## config.mk

```make
export PLATFORM = sky130hd
export DESIGN_NAME = priv_block
export DESIGN_NICKNAME = d
export VERILOG_FILES = /design/src/logic/rv32i_types_pkg.sv /design/src/logic/machine_mode_types_pkg.sv /design/src/logic/csr_rfile.sv /design/src/logic/priv_block.sv /design/src/logic/trap_control.sv
export SDC_FILE = /design/constraint.sdc
export NUM_CORES = 1
export LEC_CHECK = 0
export BUFFER_PORTS_ARGS = -buffer_cell sky130_fd_sc_hd__buf_2
export CORE_UTILIZATION = 35
export DETAILED_ROUTE_END_ITERATION = 12
export PLACE_DENSITY = 0.63
export SETUP_SLACK_MARGIN = 0.15
export SKIP_CTS_REPAIR_TIMING = 1
export SLEW_MARGIN = 10
export SYNTH_ARGS = -nofsm -noshare
export SYNTH_HDL_FRONTEND = slang
export SYNTH_SLANG_ARGS = --single-unit
```

## constraint.sdc

```tcl
create_clock -name CLK -period 2.6 [get_ports CLK]
set_input_delay 0.26 -clock CLK [delete_from_list [all_inputs] [get_ports CLK]]
set_output_delay 0.26 -clock CLK [all_outputs]
set_load 0.05 [all_outputs]
```

## src/logic/rv32i_types_pkg.sv

```systemverilog
// Base RV32I word, CSR address and pipeline request types shared by the privilege block
`default_nettype none

package rv32i_types_pkg;

  // Data word and CSR address widths
  typedef logic [31:0] word_t;
  typedef logic [11:0] csr_addr_t;

  // CSR instruction as seen by the privilege block
  // At most one of swap, set and clr is high
  typedef struct packed {
    csr_addr_t addr;
    // CSRRW
    logic      swap;
    // CSRRS
    logic      set;
    // CSRRC
    logic      clr;
    // Register or immediate operand
    word_t     wdata;
  } csr_req_t;

  // Exception flags of the instruction in the trap stage
  typedef struct packed {
    logic  fetch_misaligned;
    logic  illegal;
    logic  breakpoint;
    logic  ecall;
    // PC of the faulting instruction
    word_t epc;
    // Target address, only meaningful on a misaligned fetch
    word_t badaddr;
  } exc_req_t;

endpackage

`default_nettype wire

```

## src/logic/machine_mode_types_pkg.sv

```systemverilog
// Machine-mode CSR layouts, CSR map, cause codes and trap vector for the privilege block
`default_nettype none

package machine_mode_types_pkg;

  // Privilege levels
  typedef enum logic [1:0] {
    U_MODE = 2'd0,
    S_MODE = 2'd1,
    H_MODE = 2'd2,
    M_MODE = 2'd3
  } prv_t;

  // Virtualization modes, only bare is supported
  typedef enum logic [4:0] {
    VM_MBARE  = 5'd0,
    VM_MBB    = 5'd1,
    VM_MBBID  = 5'd2,
    VM_SV32   = 5'd8
  } vm_t;

  // Extension and FPU context status
  typedef enum logic [1:0] {
    XS_ALL_OFF, XS_NONE_DIRTY_CLEAN, XS_SOME_CLEAN, XS_SOME_DIRTY
  } xs_t;

  typedef enum logic [1:0] {
    FS_OFF, FS_INITIAL, FS_CLEAN, FS_DIRTY
  } fs_t;

  // mstatus in 1.7 layout, MSB first
  typedef struct packed {
    logic       sd;
    logic [8:0] zero;
    vm_t        vm;
    logic       mprv;
    xs_t        xs;
    fs_t        fs;
    // Privilege and interrupt-enable stack
    prv_t       prv3;
    logic       ie3;
    prv_t       prv2;
    logic       ie2;
    prv_t       prv1;
    logic       ie1;
    prv_t       prv;
    logic       ie;
  } mstatus_t;

  // Interrupt enable, only meie is live
  typedef struct packed {
    logic [19:0] zero_3;
    logic        meie;
    logic [2:0]  zero_2;
    logic        mtie;
    logic        htie;
    logic        stie;
    logic        zero_1;
    logic        msie;
    logic        hsie;
    logic        ssie;
    logic        zero_0;
  } mie_t;

  // Interrupt pending, same bit positions as mie
  typedef struct packed {
    logic [19:0] zero_3;
    logic        meip;
    logic [2:0]  zero_2;
    logic        mtip;
    logic        htip;
    logic        stip;
    logic        zero_1;
    logic        msip;
    logic        hsip;
    logic        ssip;
    logic        zero_0;
  } mip_t;

  // CPU base ISA and extension bits
  typedef struct packed {
    logic [1:0]  base;
    logic [3:0]  zero;
    logic [25:0] extensions;
  } mcpuid_t;

  localparam logic [1:0]  BASE_RV32    = 2'b00;
  // Bit 8 is the letter I
  localparam logic [25:0] MCPUID_EXT_I = 26'h000_0100;

  // Top bit flags an interrupt
  typedef struct packed {
    logic        intr;
    logic [30:0] code;
  } mcause_t;

  // Plain word registers
  typedef rv32i_types_pkg::word_t mepc_t;
  typedef rv32i_types_pkg::word_t mscratch_t;
  typedef rv32i_types_pkg::word_t mbadaddr_t;
  typedef rv32i_types_pkg::word_t mtvec_t;
  typedef rv32i_types_pkg::word_t mtohost_t;
  typedef rv32i_types_pkg::word_t mfromhost_t;

  // CSR map
  localparam rv32i_types_pkg::csr_addr_t CSR_MCPUID      = 12'hF00;
  localparam rv32i_types_pkg::csr_addr_t CSR_MIMPID      = 12'hF01;
  localparam rv32i_types_pkg::csr_addr_t CSR_MHARTID     = 12'hF10;
  localparam rv32i_types_pkg::csr_addr_t CSR_MSTATUS     = 12'h300;
  localparam rv32i_types_pkg::csr_addr_t CSR_MTVEC       = 12'h301;
  localparam rv32i_types_pkg::csr_addr_t CSR_MTDELEG     = 12'h302;
  localparam rv32i_types_pkg::csr_addr_t CSR_MIE         = 12'h304;
  localparam rv32i_types_pkg::csr_addr_t CSR_MTIMECMP    = 12'h321;
  localparam rv32i_types_pkg::csr_addr_t CSR_MSCRATCH    = 12'h340;
  localparam rv32i_types_pkg::csr_addr_t CSR_MEPC        = 12'h341;
  localparam rv32i_types_pkg::csr_addr_t CSR_MCAUSE      = 12'h342;
  localparam rv32i_types_pkg::csr_addr_t CSR_MBADADDR    = 12'h343;
  localparam rv32i_types_pkg::csr_addr_t CSR_MIP         = 12'h344;
  localparam rv32i_types_pkg::csr_addr_t CSR_MBASE       = 12'h380;
  localparam rv32i_types_pkg::csr_addr_t CSR_MBOUND      = 12'h381;
  localparam rv32i_types_pkg::csr_addr_t CSR_MIBASE      = 12'h382;
  localparam rv32i_types_pkg::csr_addr_t CSR_MIBOUND     = 12'h383;
  localparam rv32i_types_pkg::csr_addr_t CSR_MDBASE      = 12'h384;
  localparam rv32i_types_pkg::csr_addr_t CSR_MDBOUND     = 12'h385;
  localparam rv32i_types_pkg::csr_addr_t CSR_MTIME       = 12'h701;
  localparam rv32i_types_pkg::csr_addr_t CSR_MTIMEH      = 12'h741;
  localparam rv32i_types_pkg::csr_addr_t CSR_MTIME_DELTA  = 12'hB01;
  localparam rv32i_types_pkg::csr_addr_t CSR_MTIMEH_DELTA = 12'hB81;
  localparam rv32i_types_pkg::csr_addr_t CSR_MTOHOST     = 12'h780;
  localparam rv32i_types_pkg::csr_addr_t CSR_MFROMHOST   = 12'h781;

  // Fixed trap entry point
  localparam rv32i_types_pkg::word_t MTVEC_ADDR = 32'h0000_0100;

  // Cause codes
  localparam rv32i_types_pkg::word_t CAUSE_FETCH_MISALIGNED = 32'd0;
  localparam rv32i_types_pkg::word_t CAUSE_ILLEGAL          = 32'd2;
  localparam rv32i_types_pkg::word_t CAUSE_BREAKPOINT       = 32'd3;
  localparam rv32i_types_pkg::word_t CAUSE_ECALL_M          = 32'd11;
  localparam rv32i_types_pkg::word_t CAUSE_EXT_INT          = 32'h8000_000B;

  // Trap controller to register file
  typedef struct packed {
    logic      mepc_rup;
    mepc_t     mepc_next;
    logic      mcause_rup;
    mcause_t   mcause_next;
    logic      mbadaddr_rup;
    mbadaddr_t mbadaddr_next;
    logic      mstatus_rup;
    mstatus_t  mstatus_next;
  } csr_update_t;

  // Register file to trap controller
  typedef struct packed {
    mstatus_t mstatus;
    mie_t     mie;
    mepc_t    mepc;
    mtvec_t   mtvec;
  } csr_view_t;

endpackage

`default_nettype wire

```

## src/logic/csr_rfile.sv

```systemverilog
// Machine-mode CSR storage, serving pipeline read-modify-write accesses and trap updates
`timescale 1ns/1ps
`default_nettype none

module csr_rfile (
  input  wire logic                                CLK,
  input  wire logic                                nRST,
  input  wire rv32i_types_pkg::csr_req_t           csr_req,
  input  wire machine_mode_types_pkg::csr_update_t update,
  output rv32i_types_pkg::word_t                   csr_rdata,
  output logic                                     invalid_csr,
  output machine_mode_types_pkg::csr_view_t        view
);

  // Stored state, everything else is tied off
  logic                               mstatus_ie;
  logic                               mie_meie;
  machine_mode_types_pkg::mscratch_t  mscratch;
  machine_mode_types_pkg::mepc_t      mepc;
  machine_mode_types_pkg::mcause_t    mcause;
  machine_mode_types_pkg::mbadaddr_t  mbadaddr;
  machine_mode_types_pkg::mtohost_t   mtohost;
  machine_mode_types_pkg::mfromhost_t mfromhost;

  // Full register images for reads
  machine_mode_types_pkg::mstatus_t mstatus;
  machine_mode_types_pkg::mie_t     mie;
  machine_mode_types_pkg::mip_t     mip;
  machine_mode_types_pkg::mcpuid_t  mcpuid;
  machine_mode_types_pkg::mtvec_t   mtvec;

  // Pipeline access decode
  logic                             csr_op;
  logic                             valid_addr;
  rv32i_types_pkg::word_t           rup_data;
  machine_mode_types_pkg::mstatus_t rup_mstatus;
  machine_mode_types_pkg::mie_t     rup_mie;
  logic                             wr_mstatus;
  logic                             wr_mie;
  logic                             wr_mscratch;
  logic                             wr_mtohost;
  logic                             wr_mfromhost;

  // Machine mode only, no VM, no FPU
  always_comb begin
    mstatus      = '0;
    mstatus.vm   = machine_mode_types_pkg::VM_MBARE;
    mstatus.xs   = machine_mode_types_pkg::XS_ALL_OFF;
    mstatus.fs   = machine_mode_types_pkg::FS_OFF;
    mstatus.prv3 = machine_mode_types_pkg::M_MODE;
    mstatus.prv2 = machine_mode_types_pkg::M_MODE;
    mstatus.prv1 = machine_mode_types_pkg::M_MODE;
    mstatus.prv  = machine_mode_types_pkg::M_MODE;
    mstatus.ie   = mstatus_ie;
  end

  // Only the external interrupt enable exists
  always_comb begin
    mie      = '0;
    mie.meie = mie_meie;
  end

  // No timer or software interrupts pending
  assign mip = '0;

  assign mcpuid.base       = machine_mode_types_pkg::BASE_RV32;
  assign mcpuid.zero       = '0;
  assign mcpuid.extensions = machine_mode_types_pkg::MCPUID_EXT_I;

  assign mtvec = machine_mode_types_pkg::MTVEC_ADDR;

  // Read mux, also flags addresses outside the map
  always_comb begin
    valid_addr = 1'b1;
    csr_rdata  = '0;
    case (csr_req.addr)
      machine_mode_types_pkg::CSR_MCPUID:    csr_rdata = mcpuid;
      // Implementation id and hart 0
      machine_mode_types_pkg::CSR_MIMPID,
      machine_mode_types_pkg::CSR_MHARTID:   csr_rdata = '0;
      machine_mode_types_pkg::CSR_MSTATUS:   csr_rdata = mstatus;
      machine_mode_types_pkg::CSR_MTVEC:     csr_rdata = mtvec;
      // No delegation
      machine_mode_types_pkg::CSR_MTDELEG:   csr_rdata = '0;
      machine_mode_types_pkg::CSR_MIE:       csr_rdata = mie;
      machine_mode_types_pkg::CSR_MSCRATCH:  csr_rdata = mscratch;
      machine_mode_types_pkg::CSR_MEPC:      csr_rdata = mepc;
      machine_mode_types_pkg::CSR_MCAUSE:    csr_rdata = mcause;
      machine_mode_types_pkg::CSR_MBADADDR:  csr_rdata = mbadaddr;
      machine_mode_types_pkg::CSR_MIP:       csr_rdata = mip;
      // Protection, timers and deltas are absent but legal
      machine_mode_types_pkg::CSR_MBASE,
      machine_mode_types_pkg::CSR_MBOUND,
      machine_mode_types_pkg::CSR_MIBASE,
      machine_mode_types_pkg::CSR_MIBOUND,
      machine_mode_types_pkg::CSR_MDBASE,
      machine_mode_types_pkg::CSR_MDBOUND,
      machine_mode_types_pkg::CSR_MTIMECMP,
      machine_mode_types_pkg::CSR_MTIME,
      machine_mode_types_pkg::CSR_MTIMEH,
      machine_mode_types_pkg::CSR_MTIME_DELTA,
      machine_mode_types_pkg::CSR_MTIMEH_DELTA: csr_rdata = '0;
      // Host interface for test programs
      machine_mode_types_pkg::CSR_MTOHOST:   csr_rdata = mtohost;
      machine_mode_types_pkg::CSR_MFROMHOST: csr_rdata = mfromhost;
      default:                               valid_addr = 1'b0;
    endcase
  end

  assign csr_op      = csr_req.swap | csr_req.set | csr_req.clr;
  assign invalid_csr = csr_op & ~valid_addr;

  // Merge operand into old value, set is the fall-through
  assign rup_data = csr_req.swap ? csr_req.wdata :
                    csr_req.clr  ? (csr_rdata & ~csr_req.wdata) :
                                   (csr_rdata | csr_req.wdata);

  assign rup_mstatus = machine_mode_types_pkg::mstatus_t'(rup_data);
  assign rup_mie     = machine_mode_types_pkg::mie_t'(rup_data);

  // Pipeline-writable registers
  assign wr_mstatus   = csr_op & (csr_req.addr == machine_mode_types_pkg::CSR_MSTATUS);
  assign wr_mie       = csr_op & (csr_req.addr == machine_mode_types_pkg::CSR_MIE);
  assign wr_mscratch  = csr_op & (csr_req.addr == machine_mode_types_pkg::CSR_MSCRATCH);
  assign wr_mtohost   = csr_op & (csr_req.addr == machine_mode_types_pkg::CSR_MTOHOST);
  assign wr_mfromhost = csr_op & (csr_req.addr == machine_mode_types_pkg::CSR_MFROMHOST);

  always_ff @(posedge CLK, negedge nRST) begin
    if (!nRST) begin
      // Interrupts enabled out of reset
      mstatus_ie <= 1'b1;
      mie_meie   <= 1'b1;
      mscratch   <= '0;
      mepc       <= '0;
      mcause     <= '0;
      mbadaddr   <= '0;
      mtohost    <= '0;
      mfromhost  <= '0;
    end else begin
      // Pipeline write wins over trap or MRET
      if (wr_mstatus) begin
        mstatus_ie <= rup_mstatus.ie;
      end else if (update.mstatus_rup) begin
        mstatus_ie <= update.mstatus_next.ie;
      end
      if (wr_mie) begin
        mie_meie <= rup_mie.meie;
      end
      if (wr_mscratch) begin
        mscratch <= rup_data;
      end
      if (wr_mtohost) begin
        mtohost <= rup_data;
      end
      if (wr_mfromhost) begin
        mfromhost <= rup_data;
      end
      // Trap-only registers, read-only to the pipeline
      if (update.mepc_rup) begin
        mepc <= update.mepc_next;
      end
      if (update.mcause_rup) begin
        mcause <= update.mcause_next;
      end
      if (update.mbadaddr_rup) begin
        mbadaddr <= update.mbadaddr_next;
      end
    end
  end

  assign view.mstatus = mstatus;
  assign view.mie     = mie;
  assign view.mepc    = mepc;
  assign view.mtvec   = mtvec;

endmodule

`default_nettype wire

```

## src/logic/priv_block.sv

```systemverilog
// Machine-mode privilege block top, joining the CSR register file and the trap controller
`timescale 1ns/1ps
`default_nettype none

module priv_block (
  input  wire logic                      CLK,
  input  wire logic                      nRST,
  input  wire rv32i_types_pkg::csr_req_t csr_req,
  input  wire rv32i_types_pkg::exc_req_t exc,
  input  wire logic                      ext_int,
  input  wire logic                      mret,
  output rv32i_types_pkg::word_t         csr_rdata,
  output logic                           invalid_csr,
  output logic                           insert_pc,
  output rv32i_types_pkg::word_t         priv_pc
);

  // Current CSR state toward the trap logic
  machine_mode_types_pkg::csr_view_t   view;
  // Trap and MRET writes back into the register file
  machine_mode_types_pkg::csr_update_t update;

  csr_rfile rfile_i (
    .CLK         (CLK),
    .nRST        (nRST),
    .csr_req     (csr_req),
    .update      (update),
    .csr_rdata   (csr_rdata),
    .invalid_csr (invalid_csr),
    .view        (view)
  );

  // invalid_csr feeds back as an illegal-instruction source
  trap_control trap_i (
    .exc         (exc),
    .invalid_csr (invalid_csr),
    .ext_int     (ext_int),
    .mret        (mret),
    .view        (view),
    .update      (update),
    .insert_pc   (insert_pc),
    .priv_pc     (priv_pc)
  );

endmodule

`default_nettype wire

```

## src/logic/trap_control.sv

```systemverilog
// Combinational trap and MRET decision logic driving CSR updates and the redirect PC
`timescale 1ns/1ps
`default_nettype none

module trap_control (
  input  wire rv32i_types_pkg::exc_req_t          exc,
  input  wire logic                               invalid_csr,
  input  wire logic                               ext_int,
  input  wire logic                               mret,
  input  wire machine_mode_types_pkg::csr_view_t  view,
  output machine_mode_types_pkg::csr_update_t     update,
  output logic                                    insert_pc,
  output rv32i_types_pkg::word_t                  priv_pc
);

  logic                   illegal_any;
  logic                   exc_any;
  logic                   int_taken;
  logic                   trap;
  logic                   mret_taken;
  rv32i_types_pkg::word_t exc_cause;
  rv32i_types_pkg::word_t cause;

  // Bad CSR address counts as an illegal instruction
  assign illegal_any = exc.illegal | invalid_csr;

  assign exc_any = exc.fetch_misaligned | illegal_any | exc.breakpoint | exc.ecall;

  // Exception priority, fetch first
  always_comb begin
    if (exc.fetch_misaligned) begin
      exc_cause = machine_mode_types_pkg::CAUSE_FETCH_MISALIGNED;
    end else if (illegal_any) begin
      exc_cause = machine_mode_types_pkg::CAUSE_ILLEGAL;
    end else if (exc.breakpoint) begin
      exc_cause = machine_mode_types_pkg::CAUSE_BREAKPOINT;
    end else begin
      exc_cause = machine_mode_types_pkg::CAUSE_ECALL_M;
    end
  end

  // Global and per-source enable
  assign int_taken = ext_int & view.mstatus.ie & view.mie.meie;

  // Exceptions beat the interrupt
  assign trap  = exc_any | int_taken;
  assign cause = exc_any ? exc_cause : machine_mode_types_pkg::CAUSE_EXT_INT;

  // Trap overrides MRET
  assign mret_taken = mret & ~trap;

  always_comb begin
    update               = '0;
    update.mepc_rup      = trap;
    update.mepc_next     = exc.epc;
    update.mcause_rup    = trap;
    update.mcause_next   = machine_mode_types_pkg::mcause_t'(cause);
    // Misaligned fetch is top priority so its flag alone selects the cause
    update.mbadaddr_rup  = exc.fetch_misaligned;
    update.mbadaddr_next = exc.badaddr;
    // Trap clears ie, MRET sets it again
    update.mstatus_rup     = trap | mret_taken;
    update.mstatus_next    = view.mstatus;
    update.mstatus_next.ie = mret_taken;
  end

  // Redirect to the vector or back to the saved PC
  assign insert_pc = trap | mret_taken;
  assign priv_pc   = trap ? view.mtvec : view.mepc;

endmodule

`default_nettype wire

```

* Word-level counts from Yosys, hierarchy flattened *
Index checks and enable logic that the tools add are counted.

storage, ports and cells
  bits in registers = 194
  bits in latches = 0
  RAM bits = 0
  ROM bits = 0
  word-level logic and storage cells = 70
  memories kept = 0

cells by class
  $add $sub $neg = 0
  multiply operators = 0
  divide/modulo/power cells = 0
  magnitude comparators = 0
  eq/ne operators = 25
  shifts and indexed selects = 0
  mux-type cells = 11
  bitwise operators = 22
  reduce and logical (&&, ||, !) cells = 3

operators by type and width
  operator                                               number
  case mux 32 bit (9 select lines)                       1
  equality test 12 x 10 -> 1 bit, second input constant  16
  two-way mux 32 bit                                     6
  equality test 12 bit, second input constant            5
  equality test 12 x 11 -> 1 bit, second input constant  4
  AND 32 bit                                             1
  NOT 32 bit                                             1
  bitwise OR 32 bit                                      1
  OR reduction 25 bit                                    1
  AND 1 bit                                              9
  bitwise OR 1 bit                                       8
  two-way mux 4 bit                                      1
  two-way mux 1 bit                                      3
  NOT 1 bit                                              2
  nonzero test 2 bit                                     1
  OR reduction 2 bit                                     1

* Logic depth before layout (Yosys ltp) *
Gate-level depths: netlist of run 1.

  depth after elaboration = 15
  gate-level depth with buffers = 9

* Cells and area by module *
From an unflattened synthesis of run 1, not the netlist that was laid out.

unflattened totals
  cells, all modules = 1191
  area total of the unflattened synthesis = 11936.4 um2

modules (own cells, without submodules)
  module        times used  cells each  area an instance (um2)  seq. area each (um2)
  csr_rfile     1           1016        10406.2                 4857.2
  trap_control  1           175         1530.2                  0.0

* Worst setup path after synthesis of run 1 *
Ideal clock, no wire load.

  path kind = input to register
  start = input port csr_req[46] in the netlist's numbering
  end = register rfile_i.mscratch[31] in the netlist's numbering
  setup time = 82 ps
  arrival = 2641 ps
  slack = -123 ps
  stages = 7
  buffers on the path = 2
  cell sequence = buf_2 -> or4b_4 -> or2_4 -> buf_4 -> o221ai_1 -> nand2_1 -> a31oi_1

between the ends
  cells in the longest elaborated chain, start to end = 6

ends and longest elaborated chain
  what                                                                    line                                source
  start, declared                                                         priv_block.sv:8                     input wire rv32i_types_pkg::csr_req_t csr_req,
  equality test 12 bit or equality test 12 x 10 -> 1 bit (tied branches)  csr_rfile.sv:76                     case (csr_req.addr)
  OR reduction 2 bit (no line)                                            n/a
  case mux 32 bit (9 select lines) (*)                                    csr_rfile.sv:76
  net csr_rdata[31]                                                       priv_block.sv:12                    output rv32i_types_pkg::word_t csr_rdata,
  bitwise OR 32 bit or AND 32 bit (tied branches)                         csr_rfile.sv:116, csr_rfile.sv:115
  two-way mux 32 bit (*)                                                  csr_rfile.sv:115                    csr_req.clr ? (csr_rdata & ~csr_req.wdata) :
  two-way mux 32 bit (*)                                                  csr_rfile.sv:114                    assign rup_data = csr_req.swap ? csr_req.wdata :
  end signal, assigned                                                    csr_rfile.sv:150                    mscratch <= rup_data;
  end, declared                                                           csr_rfile.sv:18                     machine_mode_types_pkg::mscratch_t mscratch;

Mark *: on every way through the listed nets, which the timed path passes. The rest lies on a longest branch.
A chain may end at the register's enable or synchronous reset.

* Final worst setup path of run 1 *
  start = input port csr_req[42] in the netlist's numbering
  end = output port csr_rdata[5]

between the ends
  cells in the longest elaborated chain, start to end = 3

ends and longest elaborated chain
  what                                                                    line
  equality test 12 bit or equality test 12 x 10 -> 1 bit (tied branches)  csr_rfile.sv:76
  OR reduction 2 bit (no line)                                            n/a
  case mux 32 bit (9 select lines) (*)                                    csr_rfile.sv:76
  end, declared                                                           priv_block.sv:12

Every way passes the cells marked *; elsewhere a longest branch is shown, timed or not.

==> results.cfg, run 1 <==
[logic_synthesis]
synth_edf_count = 0
synth_most_common_cell = dfrtp_1
synth_fp_nets = 1021
synthArstFlopShare_pct = 100.0
ys.flop_type = dfrtp_1
ys_ff_latch = 166
synth_area_leaders = dfrtp_1, a21oi_1, mux2_2
ys_warn_count = 0
yosysSeqAreaShare_pct = 48.03
synth.avg_cell_area_um2 = 9.595
synthCells = 902
syn_area_um2 = 8655
synth_commonest_cells = dfrtp_1, a21oi_1, nor2_1, nand2_1, a22oi_1
synth_top_area_share_pct = 47.42
synthDistinctLibCells = 72
yosys.area.top_type = dfrtp_1

[drt]
routed-via-count = 8175
drtPass1Iterations = 7
wl_per_cell_um = 20.93
viasPerCell = 5.576
met3_length_um = 1869
post-route-drc-count = 0
met1_length_um = 13590
antenna_left = 0
wl_met2_um = 14480
drt-total-wl_um = 30680
drtIter0Drc = 579
highest_layer = met5

[worst_hold_path]
hold_class = in2reg
hold_path.startpoint = exc[64]

[critical_path]
critPathMaxFanout = 6
worstPathArrival_ns = 2.31
end_kind = primary output
crit_type = in2out
start_kind = input pin
rr_startpoint = rfile_i.mie_meie
critPathRequiredTime_ns = 2.34
cp-startpoint = csr_req[42]

[timing]
slew_headroom_pct = 61.23
skew_ns = 0.01018
period_minus_slack_ns = 2.571
fin_crit_sh_pct = 98.88
drv_slew = 0
max_freq_mhz = 389.0
rsz0062_at_grt = true
worst_pin_slew_ns = 0.5815
setup_viol_count_final = 0
hold_viol_final = 0

[cells_and_area]
drive_gt1_share_pct = 39.44
fin_cells = 1466
fin_area_um2 = 12190
nFillCells = 2231
fin_nets = 1247
area_delta_synth_final_pct = 40.80

[clock_network]
cts_tree = built
clockRootBuffer = clkbuf_16
clk_path_buf_depth = 2
clk_pin_slew_worst_paths_ns = 0.06
numCtsBuffers = 17
cts_sinks = 166
h-tree-depth = 4
clock_latency_ns = 0.43

[placed_design]
routabilityCongestion = 0.8766
dp_hpwl_um = 19240
port_buffers = 184
place_inst = 1406
place_area_um2 = 10460

[floorplanning]
dieWidth_um = 159.3
dieHeight_um = 159.3
fp.dieArea_um2 = 25360
io_pins = 185
initial_core_util_pct = 35.59
core-area_um2 = 24320
placementRows = 57

[power]
leakagePower_nw = 5.674
power_frac_comb_pct = 9.8
internal_power_w = 0.004402
swShare_pct = 25.85
switchingPower_w = 0.001535
p_clk_share_pct = 43.9
power_w = 0.005936
vdd_drop_max_v = 0.0004076
p_seq_share_pct = 46.3
powerDensity_nw_per_um2 = 487.2

[global_routing]
grt_start_max_net_pins = 58
grt_usage_pct = 22.58
antenna_found_initial = 3
grt_pass1_vias = 7832
grt_pass1_wl_um = 44260
globalRouteOverflowTotal = 0

[status]
status = finished, final reports clean

[run]
drv_cap = 0
[placed cells by master (no fill, tap or decap), types with 4 or more instances in the layout]
master / netlist / layout
nand2_1: 72 / 64
buf_4: 2 / 56
and3_2: 0 / 27
nor2_1: 109 / 108
a22oi_1: 46 / 40
nand3_1: 25 / 8
inv_6: 0 / 4
buf_2: 23 / 114
o21ai_0: 9 / 8
a22oi_2: 0 / 6
buf_6: 3 / 66
dfrtp_1: 164 / 164
nand3_2: 0 / 17
buf_12: 0 / 19
nand2_2: 1 / 9
buf_8: 0 / 14
inv_1: 5 / 5
nand2b_1: 24 / 24
mux2i_1: 18 / 18
a311o_1: 22 / 22
clkbuf_16: 0 / 24
mux2_2: 38 / 38
a21o_1: 32 / 32
a21oi_1: 122 / 121
nor3_1: 7 / 6
a31oi_1: 28 / 28
[critical path, cell delays in order]
cell      delay (ns)
buf_8           0.10
buf_8           0.12
or4b_4          0.54
buf_6           0.14
nor4_4          0.30
buf_6           0.21
buf_12          0.15
and2_4          0.14
a2111o_1        0.16
buf_6           0.18
[metal layers]
layer	vias up	track usage (%)
met2	342	36.12
met4	2	7.474
met5	-	0
li1	3783	-
met3	44	4.142
met1	4004	30.86
[kinds of logic after synthesis]
| group | count (synthesis) | share of synthesized area (%) |
|---|---|---|
| multiplexers | 57 | 7.156 |
| buffers and inverters | 75 | 3.976 |
| AO/OA/AOI/OAI | 289 | 22.16 |
| AND/OR/NAND/NOR | 314 | 18.58 |
| XOR/XNOR | 1 | 0.1012 |
| flip-flops | 166 | 48.03 |
[final cells by class]
class	instances	area [um2]	share of cell area, %
Timing Repair Buffer	277	2510	20.60
Tap cell	324	405.4	3.327
Antenna cell	1	2.502	0.02054
Clock buffer	19	442.9	3.635
Inverter	5	18.77	0.1540
Sequential cell	166	4156	34.11
Clock inverter	13	146.4	1.201
Multi-Input combinational cell	661	4503	36.95
[sequential cells by signal, summed over array words and instances (netlist names)]
name                cells
rfile_i.mepc           32
rfile_i.mcause          4
rfile_i.mie_meie        1
rfile_i.mfromhost      32
rfile_i.mbadaddr       32
rfile_i.mstatus_ie      1
rfile_i.mtohost        32
rfile_i.mscratch       32
[power groups by stage]
stage	combinational (W)	sequential, W	clock (W)
global route	0.000638	0.00276	0.00273
detailed placement	0.000538	0.00279	0
CTS	0.000541	0.00274	0.00264
finish	0.000584	0.00275	0.00260
global placement	0.000531	0.00279	0
floorplan	0.000250	0.00276	0
[metrics by stage]
stage	hold WS, ns	TNS [ns]	util [%]	worst slack [ns]
after detailed placement	0.2793	-4.478	42.99	-0.1181
after global routing	0.009860	-0.4937	50.10	-0.04549
after CTS	-0.1774	-2.980	45.41	-0.1109
after floorplan	-0.03559	-0.5667	-	-0.1227
after global placement	0.2775	-1.576	42.99	-0.06278
final	0.02010	0	50.11	0.02907
[final timing paths]
kind / endpoint / slack [ns] / cells past startpoint
max: csr_rdata[5] / 0.03 / 10
min: rfile_i.mcause[31] / 0.02 / 2
max reg2reg: rfile_i.mepc[28] / 0.75 / 6
min reg2reg: rfile_i.mtohost[0] / 0.48 / 2
max in group asynchronous: rfile_i.mscratch[20] / 1.49 / 3
min in group asynchronous: rfile_i.mbadaddr[3] / 0.38 / 2
(Power assumes the default switching activity.)
==> inputs of run 2 (changes only) <==
--- a/config.mk
+++ b/config.mk
@@ -6,9 +6,9 @@
 export NUM_CORES = 1
 export LEC_CHECK = 0
 export BUFFER_PORTS_ARGS = -buffer_cell sky130_fd_sc_hd__buf_2
-export CORE_UTILIZATION = 35
+export CORE_UTILIZATION = 55
 export DETAILED_ROUTE_END_ITERATION = 12
-export PLACE_DENSITY = 0.63
+export PLACE_DENSITY_LB_ADDON = 0.2
 export SETUP_SLACK_MARGIN = 0.15
 export SKIP_CTS_REPAIR_TIMING = 1
 export SLEW_MARGIN = 10
==> results.cfg, run 2 (synthesis results as in run 1) <==
[status]
status = finished, final reports clean

[power]
power_w = 0.005802
vdd_drop_max_v = 0.0004755
leakagePower_nw = 5.430
powerDensity_nw_per_um2 = 498.7

[critical_path]
r2r_slack_ns = 0.77
cp_top_family = simple AND/OR/NAND/NOR gates
critPathRequiredTime_ns = 2.34
worst-path-buf-inv = 4
slowest_stage = or4_4
worstPathCellList = buf_2 > or4_4 > a2111oi_4 > a311oi_2 > a31oi_4 > buf_12 > buf_12 > and3_4 > buf_8
slowest_delay_ns = 0.52
start_kind = input pin
crit_type = in2out
worstPathArrival_ns = 2.32
critPathMaxFanout = 8
end_kind = primary output
crit_path_frequent_cell = buf_12

[placed_design]
pre_cts_slack_ns = -0.08992
place_inst = 1291
place_area_um2 = 10250
routabilityCongestion = 0.9543
dp_hpwl_um = 17430
port_buffers = 184

[timing]
timing.final.ws_setup_ns = 0.02140
period_minus_slack_ns = 2.579
drv_slew = 0
setup_viol_count_final = 0
slew_headroom_pct = 55.40
hold_viol_final = 0
skew_ns = 0.01395
fin_crit_sh_pct = 99.18
max_freq_mhz = 387.8
worst_pin_slew_ns = 0.6690
rsz0062_at_grt = true

[drt]
drt-total-wl_um = 28190
post-route-drc-count = 0
antenna_left = 0
routed-via-count = 8425
drtPass1Iterations = 6
viasPerCell = 6.287
drtIter0Drc = 884
wl_per_cell_um = 21.03

[cells_and_area]
mostFrequentLayoutCell = dfrtp_1
area_delta_synth_final_pct = 34.42
drive_gt1_share_pct = 37.38
fin_cells = 1340
fin_area_um2 = 11630
antenna_cells = 0
final_cell_mix = dfrtp_1, a21oi_1, buf_2
fin_nets = 1235

[global_routing]
grt_start_max_net_pins = 74
grt_pass1_wl_um = 40210
globalRouteOverflowTotal = 0
antenna_found_initial = 1
grt_pass1_vias = 7790
grt_usage_pct = 32.29

[clock_network]
clk_path_buf_depth = 2
h-tree-depth = 4
clockRootBuffer = clkbuf_16
cts_tree = built
numCtsBuffers = 17
cts_sinks = 166
clock_latency_ns = 0.45
clk_pin_slew_worst_paths_ns = 0.06

[floorplanning]
io_pins = 185
dieWidth_um = 127.4
placementRows = 45
dieHeight_um = 127.4
core-area_um2 = 15260
fp.dieArea_um2 = 16240
initial_core_util_pct = 56.72

[worst_hold_path]
hold_class = in2reg

[run]
drv_cap = 0
==> run 2: cell types whose count changed in the layout (fill, tap and decap cells not counted), sizes merged <==
cell,delta
inv,+1
buf,-8
or2,+1
clkinv,-2
bufinv,-1
diode,-1
clkinvlp,+3
clkbuf,-6
==> run 2: final cells by class <==
type	count	area, um2
clock buffers	18	439.2
clock inverters	14	140.1
fillers	1076	3625
inverters	5	18.77
multi-input cells	662	4439
flip-flops and latches	166	4156
well taps	211	264.0
repair buffers	264	2176
==> run 2: final timing paths <==
kind	startpoint	end	cells after the start
worst max register to register	rfile_i.mie_meie	rfile_i.mepc[14]	6
max in group asynchronous	nRST	rfile_i.mepc[0]	3
worst min register to register	rfile_i.mscratch[11]	rfile_i.mscratch[11]	1
worst max-delay path	csr_req[45]	priv_pc[23]	9
worst min-delay path	exc[64]	rfile_i.mcause[31]	2
min in group asynchronous	nRST	rfile_i.mbadaddr[11]	2
==> run 2: per-stage QoR <==
stage	setup TNS (ns)	utilization [%]	hold WS, ns
5_1_grt	-0.03348	76.24	0.01671
3_5_place_dp	-1.478	67.17	0.3120
2_1_floorplan	-0.5667	-	-0.03559
4_1_cts	-1.865	70.96	-0.1542
3_3_place_gp	-0.4249	67.17	0.3101
6_report	0	76.24	0.01019
==> run 2: report_power, final <==
part / switching (W) / total, W / internal (W) / leakage (nW)
logic: 0.000320 / 0.000567 / 0.000247 / 3.00
clock network: 0.00112 / 0.00249 / 0.00137 / 0.274
registers: 0.0000653 / 0.00275 / 0.00268 / 2.16
total: 0.00151 / 0.00580 / 0.00429 / 5.43
==> run 2: worst register-to-register path, cell delays in order, from the launching register on <==
cell     delay (ns)
dfstp_2        0.38
a311o_1        0.38
nor2_2         0.15
buf_12         0.22
nand2_2        0.20
buf_12         0.21
a21o_1         0.19
==> run 2: per-layer routing <==
metal	share of wire, %	wire length (um)	track usage [%]
met5	0.046	13	0
met4	4.0	1129	14.43
met3	8.2	2314	5.695
met2	48	13530	51.91
met1	40	11190	42.98
